`src/source/lsu_consts.svh`:
```
`ifndef LSU_CONSTS_SVH
`define LSU_CONSTS_SVH

// Core side widths
`define LSU_ADDR_W 32
`define LSU_REG_W 32

// AXI4 bus widths
`define AXI_DATA_W 64
`define AXI_STRB_W 8
`define AXI_ID_W 4
`define AXI_LEN_W 8
`define AXI_SIZE_W 3
`define AXI_BURST_W 2

// Burst encodings
`define AXI_BURST_FIXED 2'b00
`define AXI_BURST_INCR 2'b01

// Single beat, single ID
`define AXI_ID_ZERO 4'd0
`define AXI_LEN_SINGLE 8'd0

`endif

```
`src/source/lsu_op_pkg.sv`:
```
package lsu_op_pkg;

  // Decoded memory operation
  typedef enum logic [3:0] {
    LSU_NONE = 4'd0,
    LSU_LB   = 4'd1,
    LSU_LBU  = 4'd2,
    LSU_LH   = 4'd3,
    LSU_LHU  = 4'd4,
    LSU_LW   = 4'd5,
    LSU_SB   = 4'd6,
    LSU_SH   = 4'd7,
    LSU_SW   = 4'd8
  } lsu_op_e;

  typedef enum logic [1:0] {
    INST_OTHER = 2'd0,
    INST_LOAD  = 2'd1,
    INST_STORE = 2'd2
  } inst_type_e;

  // Same encoding as AxSIZE
  typedef enum logic [2:0] {
    SIZE_BYTE = 3'b000,
    SIZE_HALF = 3'b001,
    SIZE_WORD = 3'b010
  } axi_size_e;

  // Classified request, shared by store and load paths
  typedef struct packed {
    lsu_op_e   op;
    logic      is_load;
    logic      is_store;
    logic [2:0] byte_off;
    logic      misaligned;
    axi_size_e size;
  } lsu_req_t;

endpackage

```
`src/source/axi_chan_pkg.sv`:
```
`include "lsu_consts.svh"

package axi_chan_pkg;

  // Address channel fields, common to AW and AR
  typedef struct packed {
    logic [`LSU_ADDR_W-1:0]  addr;
    logic [`AXI_ID_W-1:0]    id;
    logic [`AXI_LEN_W-1:0]   len;
    logic [`AXI_SIZE_W-1:0]  size;
    logic [`AXI_BURST_W-1:0] burst;
  } axi_ax_t;

  // Write address group
  typedef axi_ax_t axi_aw_t;

  // Read address group
  typedef axi_ax_t axi_ar_t;

  // Write data group, one beat
  typedef struct packed {
    logic [`AXI_DATA_W-1:0] data;
    logic [`AXI_STRB_W-1:0] strb;
  } axi_w_t;

endpackage

```
`src/source/lsu_addr_gen.sv`:
```
`timescale 1ns/1ns
`include "lsu_consts.svh"

module lsu_addr_gen (
  input  logic                    clock,
  input  logic                    reset,
  input  lsu_op_pkg::inst_type_e  inst_type_i,
  input  lsu_op_pkg::lsu_op_e     lsu_op_i,
  input  logic [`LSU_REG_W-1:0]   rs1_data_i,
  input  logic [`LSU_REG_W-1:0]   imm_i,
  output lsu_op_pkg::lsu_req_t    req_o,
  output axi_chan_pkg::axi_aw_t   aw_o,
  output axi_chan_pkg::axi_ar_t   ar_o,
  output logic                    misalign_o
);
  import lsu_op_pkg::*;
  import axi_chan_pkg::*;

  logic [`LSU_ADDR_W-1:0] addr;
  logic                   op_load;
  logic                   op_store;
  logic                   is_load;
  logic                   is_store;
  logic                   misaligned;
  axi_size_e              size;
  axi_ax_t                active_ax;
  axi_ax_t                idle_ax;

  assign addr = rs1_data_i + imm_i;

  // Direction and size from the opcode alone
  always_comb begin
    op_load = 1'b0;
    op_store = 1'b0;
    size = SIZE_BYTE;
    case (lsu_op_i)
      LSU_LB, LSU_LBU: begin
        op_load = 1'b1;
        size = SIZE_BYTE;
      end
      LSU_LH, LSU_LHU: begin
        op_load = 1'b1;
        size = SIZE_HALF;
      end
      LSU_LW: begin
        op_load = 1'b1;
        size = SIZE_WORD;
      end
      LSU_SB: begin
        op_store = 1'b1;
        size = SIZE_BYTE;
      end
      LSU_SH: begin
        op_store = 1'b1;
        size = SIZE_HALF;
      end
      LSU_SW: begin
        op_store = 1'b1;
        size = SIZE_WORD;
      end
      default: begin
        op_load = 1'b0;
        op_store = 1'b0;
      end
    endcase
  end

  // Opcode must agree with the instruction class, otherwise idle
  assign is_load  = reset && op_load && (inst_type_i == INST_LOAD);
  assign is_store = reset && op_store && (inst_type_i == INST_STORE);

  always_comb begin
    case (size)
      SIZE_HALF: misaligned = addr[0];
      SIZE_WORD: misaligned = |addr[1:0];
      default:   misaligned = 1'b0;
    endcase
  end

  always_comb begin
    req_o.op         = (is_load || is_store) ? lsu_op_i : LSU_NONE;
    req_o.is_load    = is_load;
    req_o.is_store   = is_store;
    req_o.byte_off   = (is_load || is_store) ? addr[2:0] : 3'b000;
    req_o.misaligned = (is_load || is_store) && misaligned;
    req_o.size       = (is_load || is_store) ? size : SIZE_BYTE;
  end

  assign misalign_o = req_o.misaligned;

  always_comb begin
    active_ax.addr  = addr;
    active_ax.id    = `AXI_ID_ZERO;
    active_ax.len   = `AXI_LEN_SINGLE;
    active_ax.size  = size;
    active_ax.burst = `AXI_BURST_INCR;
    idle_ax.addr    = '0;
    idle_ax.id      = `AXI_ID_ZERO;
    idle_ax.len     = `AXI_LEN_SINGLE;
    idle_ax.size    = SIZE_BYTE;
    idle_ax.burst   = `AXI_BURST_FIXED;
  end

  assign aw_o = is_store ? active_ax : idle_ax;
  assign ar_o = is_load ? active_ax : idle_ax;

  a_one_dir: assert property (@(posedge clock) disable iff (!reset)
    !((aw_o.burst == `AXI_BURST_INCR) && (ar_o.burst == `AXI_BURST_INCR)));

  a_byte_aligned: assert property (@(posedge clock) disable iff (!reset)
    req_o.misaligned |-> (req_o.size != SIZE_BYTE));

endmodule

```
`src/source/lsu_store_format.sv`:
```
`timescale 1ns/1ns
`include "lsu_consts.svh"

module lsu_store_format (
  input  logic                  clock,
  input  lsu_op_pkg::lsu_req_t  req_i,
  input  logic [`LSU_REG_W-1:0] rs2_data_i,
  output axi_chan_pkg::axi_w_t  w_o
);
  import lsu_op_pkg::*;

  logic [`AXI_DATA_W-1:0] low_data;
  logic [`AXI_STRB_W-1:0] low_strb;
  logic [5:0]             bit_off;
  logic                   store_ok;

  // Operand and mask placed at lane 0 first
  always_comb begin
    low_data = '0;
    low_strb = '0;
    case (req_i.op)
      LSU_SB: begin
        low_data = {{(`AXI_DATA_W-8){1'b0}}, rs2_data_i[7:0]};
        low_strb = 8'b0000_0001;
      end
      LSU_SH: begin
        low_data = {{(`AXI_DATA_W-16){1'b0}}, rs2_data_i[15:0]};
        low_strb = 8'b0000_0011;
      end
      LSU_SW: begin
        low_data = {{(`AXI_DATA_W-`LSU_REG_W){1'b0}}, rs2_data_i};
        low_strb = 8'b0000_1111;
      end
      default: begin
        low_data = '0;
        low_strb = '0;
      end
    endcase
  end

  assign bit_off  = {req_i.byte_off, 3'b000};
  assign store_ok = req_i.is_store && !req_i.misaligned;

  // Aligned accesses never cross the 64-bit beat, so a plain shift is enough
  always_comb begin
    if (store_ok) begin
      w_o.data = low_data << bit_off;
      w_o.strb = low_strb << req_i.byte_off;
    end else begin
      w_o.data = '0;
      w_o.strb = '0;
    end
  end

  a_strb_pop: assert property (@(posedge clock)
    $countones(w_o.strb) inside {0, 1, 2, 4});

endmodule

```
`src/source/lsu_load_align.sv`:
```
`timescale 1ns/1ns
`include "lsu_consts.svh"

module lsu_load_align (
  input  logic                   clock,
  input  logic                   reset,
  input  lsu_op_pkg::lsu_req_t   req_i,
  input  logic [`AXI_DATA_W-1:0] rdata_i,
  input  logic                   rdata_we_i,
  output logic [`LSU_REG_W-1:0]  mem_result_o
);
  import lsu_op_pkg::*;

  logic [`AXI_DATA_W-1:0] lane_data;
  logic [`LSU_REG_W-1:0]  load_val;
  logic                   load_ok;

  // Bring the addressed lane down to bit 0
  assign lane_data = rdata_i >> {req_i.byte_off, 3'b000};

  always_comb begin
    case (req_i.op)
      LSU_LB: begin
        load_val = {{(`LSU_REG_W-8){lane_data[7]}}, lane_data[7:0]};
      end
      LSU_LBU: begin
        load_val = {{(`LSU_REG_W-8){1'b0}}, lane_data[7:0]};
      end
      LSU_LH: begin
        load_val = {{(`LSU_REG_W-16){lane_data[15]}}, lane_data[15:0]};
      end
      LSU_LHU: begin
        load_val = {{(`LSU_REG_W-16){1'b0}}, lane_data[15:0]};
      end
      LSU_LW: begin
        load_val = lane_data[`LSU_REG_W-1:0];
      end
      default: begin
        load_val = '0;
      end
    endcase
  end

  // misaligned loads keep the old result
  assign load_ok = rdata_we_i && req_i.is_load && !req_i.misaligned;

  always_ff @(posedge clock or negedge reset) begin
    if (!reset) begin
      mem_result_o <= '0;
    end else if (load_ok) begin
      mem_result_o <= load_val;
    end
  end

  // Read data is only returned for an outstanding load
  a_we_on_load: assert property (@(posedge clock) disable iff (!reset)
    rdata_we_i |-> req_i.is_load);

endmodule

```
`src/source/lsu_top.sv`:
```
`timescale 1ns/1ns
`include "lsu_consts.svh"

module lsu_top (
  input  logic                   clock,
  input  logic                   reset,
  input  lsu_op_pkg::inst_type_e inst_type_i,
  input  lsu_op_pkg::lsu_op_e    lsu_op_i,
  input  logic [`LSU_REG_W-1:0]  imm_i,
  input  logic [`LSU_REG_W-1:0]  rs1_data_i,
  input  logic [`LSU_REG_W-1:0]  rs2_data_i,
  input  logic [`AXI_DATA_W-1:0] rdata_i,
  input  logic                   rdata_we_i,
  output axi_chan_pkg::axi_aw_t  aw_o,
  output axi_chan_pkg::axi_w_t   w_o,
  output axi_chan_pkg::axi_ar_t  ar_o,
  output logic                   misalign_o,
  output logic [`LSU_REG_W-1:0]  mem_result_o
);
  import lsu_op_pkg::*;

  lsu_req_t req;

  // Address, size and channel fields
  lsu_addr_gen addr_gen0 (
    .clock       (clock),
    .reset       (reset),
    .inst_type_i (inst_type_i),
    .lsu_op_i    (lsu_op_i),
    .rs1_data_i  (rs1_data_i),
    .imm_i       (imm_i),
    .req_o       (req),
    .aw_o        (aw_o),
    .ar_o        (ar_o),
    .misalign_o  (misalign_o)
  );

  // Store data and strobes
  lsu_store_format store_format0 (
    .clock      (clock),
    .req_i      (req),
    .rs2_data_i (rs2_data_i),
    .w_o        (w_o)
  );

  // Load result for write-back
  lsu_load_align load_align0 (
    .clock        (clock),
    .reset        (reset),
    .req_i        (req),
    .rdata_i      (rdata_i),
    .rdata_we_i   (rdata_we_i),
    .mem_result_o (mem_result_o)
  );

endmodule

```
`config.mk`:
```
export PLATFORM = sky130hd
export DESIGN_NAME = lsu_top
export DESIGN_NICKNAME = d
export VERILOG_FILES = /design/src/source/lsu_op_pkg.sv /design/src/source/axi_chan_pkg.sv /design/src/source/lsu_addr_gen.sv /design/src/source/lsu_store_format.sv /design/src/source/lsu_load_align.sv /design/src/source/lsu_top.sv
export VERILOG_INCLUDE_DIRS = /design/src /design/src/source
export SDC_FILE = /design/constraint.sdc
export NUM_CORES = 1
export LEC_CHECK = 0
export BUFFER_PORTS_ARGS = -buffer_cell sky130_fd_sc_hd__buf_2
export CAP_MARGIN = 20
export CORE_MARGIN = 10
export CORE_UTILIZATION = 30
export DETAILED_ROUTE_END_ITERATION = 12
export HOLD_SLACK_MARGIN = 0.06
export PLACE_DENSITY_LB_ADDON = 0.3
export SETUP_SLACK_MARGIN = 0.2
export SLEW_MARGIN = 10
export SYNTH_ARGS = -nofsm -noshare
export SYNTH_HDL_FRONTEND = slang
export SYNTH_SLANG_ARGS = --single-unit
```
`constraint.sdc`:
```
create_clock -name clock -period 3 [get_ports clock]
set_input_delay 0.15 -clock clock [delete_from_list [all_inputs] [get_ports clock]]
set_output_delay 0.15 -clock clock [all_outputs]
set_load 0.02 [all_outputs]
```
After elaboration in Yosys (flattened, before gate mapping)
Index checks and enable logic that the tools add are counted.
Word-level totals
  bits in registers: 32
  output and inout bits: 203
  input bits: 169
Cells by class
  muxes and demuxes: 12
  $add $sub $neg: 1
  shifts and indexed selects: 3
  equal/unequal tests: 20
  reductions and logical operators: 15
Operators by type and width (number)
  case mux 32 bit (5 select lines): 1
  two-way mux 49 bit: 2
  case mux 32 bit (3 select lines): 1
  two-way mux 72 bit: 1
  << shifter 32 x 6 -> 64 bit: 1
  >> shifter 64 x 6 -> 32 bit: 1
  adder 32 bit: 1
  == test 4 x 3 -> 1 bit, second input constant: 8
  == test 4 x 2 -> 1 bit, second input constant: 4
  case mux 4 bit (3 select lines): 1
  == test 4 x 1 -> 1 bit, second input constant: 2
  == test 4 bit, second input constant: 2
  logical AND 1 bit: 8
  << shifter 4 x 3 -> 8 bit: 1
  OR reduction 3 bit: 2
  OR reduction 5 bit: 1
  == test 2 x 1 -> 1 bit, second input constant: 2
  == test 2 bit, second input constant: 2
  two-way mux 4 bit: 1
  case mux 2 bit (2 select lines): 1
  OR reduction 2 bit: 2
  two-way mux 3 bit: 1
  two-way mux 1 bit: 2
  case mux 1 bit (2 select lines): 1
  2 further kinds: 2

Depth between registers and ports, before layout
Gate-level depths: netlist of the first run.
  word-level depth: 11
  mapped depth: 14
  gate-level depth less buffers: 12

Hierarchy
From an unflattened synthesis of the first run, not the netlist that was laid out.
Unflattened totals
  cell total of the unflattened synthesis: 918
  area, all modules: 6859.1 sq um
Modules (own cells, without submodules)
  lsu_load_align: cells an instance 293, sequential area each 800.8 sq um, instances 1, area an instance 2849.0 sq um
  lsu_addr_gen: cells an instance 408, sequential area each 0.0 sq um, instances 1, area an instance 2593.7 sq um
  lsu_store_format: cells an instance 217, sequential area each 0.0 sq um, instances 1, area an instance 1416.4 sq um

Worst setup path after synthesis of the first run
Ideal clock, no wire load.
  path kind: input port to output port
  from: in imm_i[0]
  to: out w_o[10] (netlist name)
  slack: -0.234 ns
  arrival time: 3.084 ns
  data required time: 2.850 ns
  stages on the path: 10
  cell sequence: ha_1 fa_1 clkbuf_1 o21ai_0 a21o_1 and2_1 clkbuf_1 nand2_1 nor4_1 and2_1
RTL lines
  from (decl): RTL line lsu_top.sv:9  | input logic [`LSU_REG_W-1:0] imm_i,
  to (decl): RTL line lsu_top.sv:15  | output axi_chan_pkg::axi_w_t w_o,

==> results of run 1 <==
-- final cells by class --
class | instances | area (sq um) | area share
tap | 275 | 344 | 0.0378
timing repair buffer | 410 | 2280 | 0.251
antenna | 9 | 22.5 | 0.00248
sequential | 32 | 801 | 0.0881
multi-input combinational | 830 | 5420 | 0.596
clock buffer | 6 | 129 | 0.0142
inverter | 17 | 66.3 | 0.00729
clock inverter | 2 | 35.0 | 0.00385
-- placed cells by master, fill, tap and decap left out, drive strengths merged, types with 5 or more instances in the layout --
cell | synthesis | routed
nor2 | 174 | 174
and3 | 6 | 6
o21a | 11 | 11
a211oi | 11 | 11
xnor2 | 18 | 18
a22o | 8 | 8
o211ai | 8 | 8
or3 | 5 | 5
a221oi | 9 | 9
ha | 33 | 33
nor3 | 27 | 27
o21bai | 5 | 5
o22a | 11 | 11
dfrtp | 32 | 32
nand3 | 47 | 47
inv | 15 | 15
nand2 | 84 | 84
nand4 | 8 | 8
o32a | 7 | 7
conb | 1 | 28
o21ai | 60 | 60
and2 | 15 | 15
clkbuf | 44 | 6
buf | 47 | 409
mux2 | 9 | 9
o221ai | 6 | 6
a21o | 12 | 12
a21oi | 83 | 83
o31ai | 5 | 5
diode | 0 | 9
xor2 | 10 | 10
a31oi | 5 | 5
nand2b | 11 | 11
a22oi | 25 | 25
mux2i | 46 | 46
mux4 | 5 | 5
o22ai | 5 | 5
nor2b | 7 | 7
-- power groups by stage --
stage	registers [mW]	clock network (mW)	logic (mW)
6_report	0.614	0.586	1.54
5_1_grt	0.629	0.611	1.67
4_1_cts	0.613	0.594	1.50
3_5_place_dp	0.619	0	1.46
3_3_place_gp	0.617	0	1.46
2_1_floorplan	0.753	0	0.782
-- stage by stage --
step	setup TNS (ns)	hold slack, ns
final	0	0.273
after global routing	0	0.315
after CTS	0	0.266
after detailed placement	-0.0109	0.338
after global placement	0	0.344
after floorplan	0	-0.146
-- worst paths after layout --
kind	startpoint	endpoint	slack, ns	cells past startpoint
min in group asynchronous	reset	load_align0.mem_result_o[9]	0.57	3
max in group asynchronous	reset	load_align0.mem_result_o[29]	2.11	3
worst max register to register	load_align0.mem_result_o[20]	load_align0.mem_result_o[20]	2.27	1
worst min register to register	load_align0.mem_result_o[5]	load_align0.mem_result_o[5]	0.48	2
worst min-delay path	rdata_i[1]	load_align0.mem_result_o[1]	0.27	5
worst max-delay path	rs1_data_i[0]	ar_o[23]	0.28	17
-- cell families (layout without fill, tap and decap cells) --
logic type / after synthesis / count (layout) / synth area share
fa+ha+maj: 34 / 34 / 0.0681
flops: 32 / 32 / 0.126
simple gates: 398 / 398 / 0.284
xor+xnor: 28 / 28 / 0.0386
buf+inv: 108 / 435 / 0.0850
mux: 60 / 60 / 0.108
other cells: 1 / 37 / 0.000590
compound gates: 282 / 282 / 0.290
-- synth_stat cells (11+ instances only) --
master      n
nor2_1    174
nand2_1    84
a21oi_1    83
o21ai_0    54
nand3_1    46
mux2i_1    45
clkbuf_1   44
ha_1       33
dfrtp_1    32
buf_4      30
nor3_1     27
a22oi_1    25
xnor2_1    18
and2_1     15
inv_1      14
a21o_1     12
a211oi_1   11
buf_2      11
nand2b_1   11
o21a_1     11
o22a_1     11
-- repair_timing --
item / 4_1_cts / 5_1_grt
hold buffers: 1 / 0
setup buffers: 9 / 6
gates resized for setup: 8 / 26
pin swaps: 6 / 14
hold endpoints to repair: 32 / 0
setup endpoints to repair: 26 / 57
-- worst max-delay path, cell delays in order --
cell,delay [ns]
buf_6,0.10
ha_4,0.16
fa_2,0.39
a211oi_4,0.28
buf_4,0.15
buf_6,0.08
buf_6,0.08
buf_6,0.08
buf_6,0.08
buf_6,0.08
buf_6,0.08
buf_6,0.07
o21bai_1,0.07
a21oi_1,0.17
xor2_1,0.30
nor2_1,0.09
buf_4,0.17
-- per-layer routing --
| metal | track usage | up-vias | part of all wire |
|---|---|---|---|
| li1 | - | 4081 | - |
| met1 | 0.271 | 4035 | 0.40 |
| met2 | 0.366 | 403 | 0.48 |
| met3 | 0.0570 | 47 | 0.093 |
| met4 | 0.0523 | 4 | 0.021 |
| met5 | 0 | - | 0.00084 |
==> flow_metrics.tcl, run 1 <==
set metrics [dict create \
    max_slew_margin 0.502 \
    outcome "finished, final reports clean" \
    largest_register "load_align0.mem_result_o" \
    ir_drop_uv 187 \
    synth-edff-count 0 \
    htree_levels 2 \
    antenna_found_initial 11 \
    p_sw_frac 0.438 \
    grt_pass1_vias 8227 \
    cp.required_ns 2.85 \
    synth_top_area_cell "dfrtp_1" \
    tightest_slew_ns 0.742 \
    coreArea_sq_um 21000 \
    seq_area_frac_synth 0.126 \
    cp-end-kind "output port" \
    io_pins 372 \
    cts.sink_count 32 \
    synth_flop_cell "dfrtp_1" \
    clkPwrFrac 0.213 \
    post_dp_cell_area_sq_um 8650 \
    portBuffers 343 \
    pwr-share-seq 0.224 \
    largest_reg_flops 32 \
    die_w_um 166 \
    maxCapViolCount 0 \
    cts_tree "done" \
    fin_nets 1499 \
    max_freq_mhz 367 \
    design_area_sq_um 9090 \
    grt-ovfl-total 0 \
    drtIter0Drc 681 \
    synthToLayoutAreaGrowth_pct 43.1 \
    place_ws_ns -0.00679 \
    core.rowCount 53 \
    clk_pin_slew_ns 0.05 \
    post-route-drc-count 0 \
    start_kind "primary input" \
    num_vias 8570 \
    vias_per_cell 5.42 \
    ys_warn_count 0 \
    path_class "primary input to output port" \
    dpl.hpwl_um 26200 \
    synthTopCellsByArea "dfrtp_1 (13%), nor2_1 (10%), mux2i_1 (7.1%)" \
    first_pass_iters 7 \
    top_regs "load_align0.mem_result_o: 32 flops" \
    drt-wirelength-per-cell_um 20.4 \
    cts_inserted_buffers 5 \
    clock_path_buffers 2 \
    synth_cell_types 65 \
    rsz0062_at_grt "yes" \
    n_fill_cell 2274 \
    timing_hold_violations_final 0 \
    clock_latency_ns 0.28 \
    synth_cells 943 \
    grt_pass1_wl_um 47900 \
    stdcell_count 1581 \
    ant_nets 0 \
    p_comb_frac 0.563 \
    setup_violations 0 \
    final_core_util 0.434 \
    clock_skew_ns 0 \
    syn_area_per_cell_sq_um 6.74 \
    fin_ws_ns 0.276 \
    synth_seq_cells 32 \
    cp.arrival_ns 2.57 \
    hold_class "primary input to flop" \
    drt_wl_total_um 32300 \
    grt_start_max_net_pins 38 \
    post-place-cells 1548 \
    netlist_area_sq_um 6360 \
    power_mw 2.74 \
    drive_gt1_frac 0.369 \
    min_period_ns 2.72 \
    clock-root-buffer "clkbuf_16" \
    cp_max_fo 2 \
    power_switching_mw 1.20 \
    power_density_nw_per_um2 302 \
    die_h_um 166 \
    grt_util_all_layers 0.218 \
    internal_power_mw 1.54 \
    synth.top_cell.area_share 0.126 \
    place_congestion 0.966 \
    synthArstFlopShare 1.00 \
    start_util 0.303 \
    finalCritPeriodShare 0.908 \
    finalMaxSlewViolations 0 \
    die_area_sq_um 27400 \
    power.leakage_nw 4.47 \
]
No activity file was read; power rests on OpenSTA's default activity.
==> inputs of run 2 (changes only) <==
ABC_AREA = 1   (was default)
clock period = 3.4 ns   (was 3 ns; I/O delays follow)
==> run 2 against run 1 <==
Hold slack gained 0.055 ns. Worst setup slack gained 0.24 ns. Non-clock buffer count shrank 43. Area after synthesis grew 11%. Power shrank 20%. Count of clock-buffer cells in the layout grew 1. Via count grew 16%. Sequential share of layout area shrank 0.079 points. Flip-flop and latch count is the same. Largest power group unchanged.
==> flow_metrics.tcl, run 2 <==
set metrics [dict create \
    cp.required_ns 3.23 \
    start_util 0.303 \
    seq_area_frac_synth 0.114 \
    max_slew_margin 0.599 \
    io_pins 372 \
    clock-root-buffer "clkbuf_16" \
    clock_skew_ns 0 \
    final_cell_mix "nand2_1 (399), buf_2 (343), nor2_1 (224), inv_1 (117), nand3_1 (110)" \
    synth_common_cells "nand2_1 (401), nor2_1 (225), inv_1 (118), nand3_1 (110), o21ai_0 (83)" \
    syn_area_per_cell_sq_um 5.29 \
    synthToLayoutAreaGrowth_pct 30.3 \
    hold_depth 5 \
    die_h_um 173 \
    drt_wl_total_um 35300 \
    cts.sink_count 32 \
    place_congestion 0.936 \
    ys_warn_count 0 \
    vias_per_cell 5.08 \
    largest_reg_flops 32 \
    layout_commonest_cell "nand2_1" \
    cp.arrival_ns 2.71 \
    top_regs "load_align0.mem_result_o: 32 flops" \
    synth.top_cell.area_share 0.214 \
    synthArstFlopShare 1.00 \
    htree_levels 2 \
    power_density_nw_per_um2 238 \
    synth_seq_cells 32 \
    grt_pass1_vias 9674 \
    num_vias 9964 \
    setup_violations 0 \
    cp-end-kind "output port" \
    synth_cell_types 44 \
    ir_drop_uv 183 \
    start_kind "primary input" \
    hold_class "primary input to flop" \
    synthTopCellsByArea "nand2_1 (21%), nor2_1 (12%), dfrtp_1 (11%)" \
    synth.most_common_cell "nand2_1" \
    reg2reg_depth 2 \
    die_w_um 173 \
    final.setup.tns_ns 0 \
    finalCritPeriodShare 0.848 \
    synth-edff-count 0 \
    finalMaxSlewViolations 0 \
    ant_nets 0 \
    synth_cells 1330 \
    clock_latency_ns 0.28 \
    post-route-drc-count 0 \
    timing_hold_violations_final 0 \
    pwr-share-seq 0.232 \
    antenna_found_initial 5 \
    core.rowCount 56 \
    power_switching_mw 0.958 \
    portBuffers 343 \
    dpl.hpwl_um 29100 \
    cts_tree "done" \
    coreArea_sq_um 23300 \
    p_sw_frac 0.439 \
    cp_max_fo 18 \
    path_class "primary input to output port" \
    synth_flop_cell "dfrtp_1" \
    max_freq_mhz 347 \
    die_area_sq_um 30000 \
    grt-ovfl-total 0 \
    drive_gt1_frac 0.250 \
    drtIter0Drc 858 \
    clock_path_buffers 2 \
    outcome "finished, final reports clean" \
    clkPwrFrac 0.255 \
    drt-wirelength-per-cell_um 18.0 \
    final_core_util 0.394 \
    grt_pass1_wl_um 53900 \
    cts_inserted_buffers 5 \
    fin_nets 1843 \
    tightest_slew_ns 0.595 \
    synth_top_area_cell "nand2_1" \
    first_pass_iters 7 \
    rsz0062_at_grt "no" \
    p_comb_frac 0.513 \
    largest_register "load_align0.mem_result_o" \
    power.leakage_nw 5.39 \
    grt_start_max_net_pins 66 \
    netlist_area_sq_um 7040 \
    clk_pin_slew_ns 0.06 \
    maxCapViolCount 0 \
    min_period_ns 2.88 \
    grt_util_all_layers 0.219 \
    internal_power_mw 1.22 \
]
## run 2: cell types whose count changed in the layout (fill, tap and decap cells not counted), sizes merged, moves of 34 or more
cell,change
nand3,+66
o21ai,+34
mux2i,-46
buf,-43
inv,+108
nor2,+53
nand2,+329
## run 2: timing repair
| item | in CTS | in global routing |
|---|---|---|
| hold buffers | 1 | 0 |
| hold endpoints to repair | 32 | 0 |
| resized for setup | 0 | 5 |
| setup endpoints to repair | 0 | 9 |
| buffers inserted | 0 | 0 |
## run 2: worst max-delay path, stage by stage
cell     delay, ns
buf_2         0.13
inv_1         0.08
nor3_2        0.36
nand2_2       0.25
inv_2         0.19
nand2_2       0.24
nand2_1       0.42
nand2_1       0.12
o21ai_1       0.24
nand2_1       0.12
a21oi_1       0.18
buf_2         0.20
## run 2: final cells by class
type | count | area (sq um)
tap | 319 | 399
clock inverter | 1 | 30.0
fill | 2701 | 14100
sequential | 32 | 801
clock buffer | 7 | 153
inverter | 124 | 465
antenna | 2 | 5.00
timing repair buffer | 367 | 1950
multi-input combinational | 1110 | 5370
## run 2: path summary, 6_finish.rpt
path,start,to,slack [ns]
worst max-delay path,reset,w_o[39],0.52
worst min-delay path,rdata_i[40],load_align0.mem_result_o[0],0.33
worst max register to register,load_align0.mem_result_o[31],load_align0.mem_result_o[31],2.70
worst min register to register,load_align0.mem_result_o[12],load_align0.mem_result_o[12],0.48
max in group asynchronous,reset,load_align0.mem_result_o[31],2.52
min in group asynchronous,reset,load_align0.mem_result_o[24],0.56
## run 2: cell families (layout without fill, tap and decap cells)
family                     count (synthesis)  count (layout)  share of synthesized area
xor gates and xnor gates                  27              27                     0.0336
and+or+nand+nor                          795             795                      0.471
buffers and inverters                    215             499                      0.142
AOI/OAI and AO/OA                        226             226                      0.178
adders and majority gates                 34              34                     0.0615
DFF                                       32              32                      0.114
other                                      1              30                   0.000533
## run 2: routing by layer
layer	GRT usage	up-vias	part of all wire	wire [um]
met4	0.0521	8	0.023	816
met5	0	-	0.0013	46
met1	0.269	4520	0.42	14900
li1	-	4860	-	-
met3	0.0508	54	0.084	2980
met2	0.377	522	0.47	16600
## run 2: power groups by stage
stage,combinational [mW],clock (mW),sequential (mW)
after detailed placement,1.11,0,0.514
after CTS,1.11,0.565,0.508
after floorplan,0.614,0,0.604
after global routing,1.24,0.583,0.517
after global placement,1.11,0,0.511
final,1.12,0.557,0.506
## run 2: per-stage QoR
step / power, mW / worst slack, ns / std cells / hold slack [ns] / area, sq um
2_1_floorplan: 1.22 / 0.912 / 1357 / -0.126 / 7140
3_3_place_gp: 1.62 / 0.349 / 1951 / 0.317 / 8950
3_5_place_dp: 1.62 / 0.322 / 1951 / 0.320 / 8950
4_1_cts: 2.19 / 0.318 / 1960 / 0.308 / 9150
5_1_grt: 2.34 / 0.207 / 1961 / 0.378 / 9170
6_report: 2.18 / 0.518 / 1962 / 0.329 / 9180
==> inputs of run 3 (changes only) <==
ABC_AREA = 0   (was 1)
clock period = 2.5 ns   (was 3.4 ns; I/O delays follow)
==> run 3 against run 2 <==
The run now ends with negative setup slack left. Critical path type unchanged. Combinational power increased by 100%. Die area shrank 8.6%. Via count shrank 9.1%. Highest routed layer unchanged.
==> flow_metrics.tcl, run 3 (same netlist as run 1, synthesis figures left out) <==
set metrics [dict create \
    antenna_found_initial 9 \
    outcome "complete, but fails checks" \
    die_area_sq_um 27400 \
    violations "negative setup slack" \
    fin_ws_ns -0.116 \
    cts.sink_count 32 \
    clock_skew_ns 0 \
    cp-end-kind "output port" \
    met2_length_um 17300 \
    clock_path_buffers 2 \
    cp_slowest_stage_delay_ns 0.35 \
    place_congestion 0.943 \
    rsz0062_at_grt "yes" \
    num_vias 9060 \
    path_cells "buf_6 -> ha_4 -> fa_2 -> a211oi_2 -> o211ai_1 -> a21oi_2 -> nor4bb_2 -> a2111oi_2 -> buf_4 -> o21bai_1 -> xnor2_1 -> nor2_1 -> buf_2" \
    setup_violations 16 \
    io_pins 372 \
    grt_pass1_vias 8807 \
    cp_max_fo 3 \
    tightest_slew_ns 0.685 \
    drive_gt1_frac 0.501 \
    final_cell_mix "buf_2 (281), buf_4 (157), nor2_1 (150), nand2_1 (78), a21oi_1 (65)" \
    coreArea_sq_um 21000 \
    max_slew_margin 0.541 \
    cp.arrival_ns 2.49 \
    htree_levels 2 \
    top_regs "load_align0.mem_result_o: 32 flops" \
    path_class "primary input to output port" \
    clock-root-buffer "clkbuf_16" \
    grt_start_max_net_pins 41 \
    whs_ns 0.268 \
    core.rowCount 53 \
    ir_drop_uv 250 \
    power_density_nw_per_um2 331 \
    die_w_um 166 \
    topRoutingLayerUsed "met5" \
    layout_commonest_cell "buf_2" \
    die_h_um 166 \
    final.setup.tns_ns -1.04 \
    synthToLayoutAreaGrowth_pct 75.4 \
    drt-wirelength-per-cell_um 20.7 \
    clk_pin_slew_ns 0.05 \
    finalCritPeriodShare 1.05 \
    largest_register "load_align0.mem_result_o" \
    crit_slowest_cell "fa_2" \
    n_fill_cell 2032 \
    max_freq_mhz 382 \
    min_period_ns 2.62 \
    grt_util_all_layers 0.228 \
    power_mw 3.69 \
    vias_per_cell 5.38 \
    finalMaxSlewViolations 0 \
    drt_wl_total_um 34800 \
    grt-ovfl-total 0 \
    start_util 0.303 \
    cp.required_ns 2.38 \
    fin_nets 1604 \
    largest_reg_flops 32 \
    cts_tree "done" \
    dpl.hpwl_um 27600 \
    grt_pass1_wl_um 50000 \
    wl_met1_um 13900 \
    timing_hold_violations_final 0 \
    portBuffers 343 \
    maxCapViolCount 0 \
    drtIter0Drc 670 \
    met3WireLength_um 3000 \
    ant_nets 0 \
    post-route-drc-count 0 \
    clock_latency_ns 0.27 \
    first_pass_iters 5 \
    start_kind "primary input" \
    cts_inserted_buffers 5 \
    power.leakage_nw 5.27 \
    hold_class "primary input to flop" \
]
==> run 3: cell count changes in the layout (fill, tap and decap cells not counted), moves of 14 or more <==
cell and delta:
a21oi_1 -16, a21oi_2 +16, a31oi_1 -14, buf_2 -62, buf_4 +138, buf_6 +59
inv_1 -103, mux2i_1 +42, nand2_1 -321, nand3_1 -66, nor2_1 -74, nor2_2 +17
o21ai_0 -37
==> run 3: through the flow <==
step	area (sq um)	cells	setup WS [ns]	util
after CTS	10400	1654	-0.134	0.495
after global placement	9410	1620	-0.140	0.449
final	11100	1683	-0.116	0.532
after floorplan	6860	970	-0.174	-
after detailed placement	9410	1620	-0.199	0.449
after global routing	11100	1680	-0.228	0.532
==> run 3: report_power, final <==
part	switching (mW)	leakage [nW]	internal, mW	total [mW]
clock network	0.214	0.0809	0.468	0.682
registers	0.0841	0.395	0.655	0.740
logic	1.28	4.79	0.986	2.27
total	1.58	5.27	2.11	3.69
==> run 3: worst paths after layout <==
kind / start / end / slack [ns] / cells after the start
setup / recovery: imm_i[0] / aw_o[43] / -0.12 / 13
hold / removal: rdata_i[3] / load_align0.mem_result_o[3] / 0.27 / 5
setup reg to reg: load_align0.mem_result_o[21] / load_align0.mem_result_o[21] / 1.76 / 1
hold reg to reg: load_align0.mem_result_o[7] / load_align0.mem_result_o[7] / 0.48 / 2
max in group asynchronous: reset / load_align0.mem_result_o[18] / 1.64 / 3
min in group asynchronous: reset / load_align0.mem_result_o[25] / 0.56 / 3
==> run 3: layout make-up <==
type / instances / area (sq um) / area share
diodes: 6 / 15.0 / 0.00135
clock buffers: 6 / 129 / 0.0116
clock inverters: 2 / 35.0 / 0.00314
inverters: 17 / 71.3 / 0.00640
multi-input cells: 832 / 6220 / 0.558
flip-flops and latches: 32 / 801 / 0.0718
well taps: 275 / 344 / 0.0309
repair buffers: 513 / 3530 / 0.317
==> run 3: what timing repair did <==
| action | in CTS | in global routing |
|---|---|---|
| hold endpoints to repair | 32 | 0 |
| setup endpoints to repair | 96 | 112 |
| pin swaps | 49 | 53 |
| resized for setup | 136 | 131 |
| setup buffers | 24 | 21 |
| hold buffers | 1 | 0 |
| cloned | 1 | 2 |
==> run 3: worst max-delay path, delay by kind of cell <==
family	cells	cell delay, ns
AOI/OAI and AO/OA	5	1.03
xor gates and xnor gates	1	0.21
adders and majority gates	2	0.51
buffers and inverters	3	0.48
and+or+nand+nor	2	0.14
==> run 3: routing by layer <==
| layer | track usage | vias to the layer above |
|---|---|---|
| met1 | 0.284 | 4316 |
| met5 | 0 | - |
| met3 | 0.0535 | 41 |
| met2 | 0.396 | 404 |
| li1 | - | 4293 |
| met4 | 0.0403 | 6 |
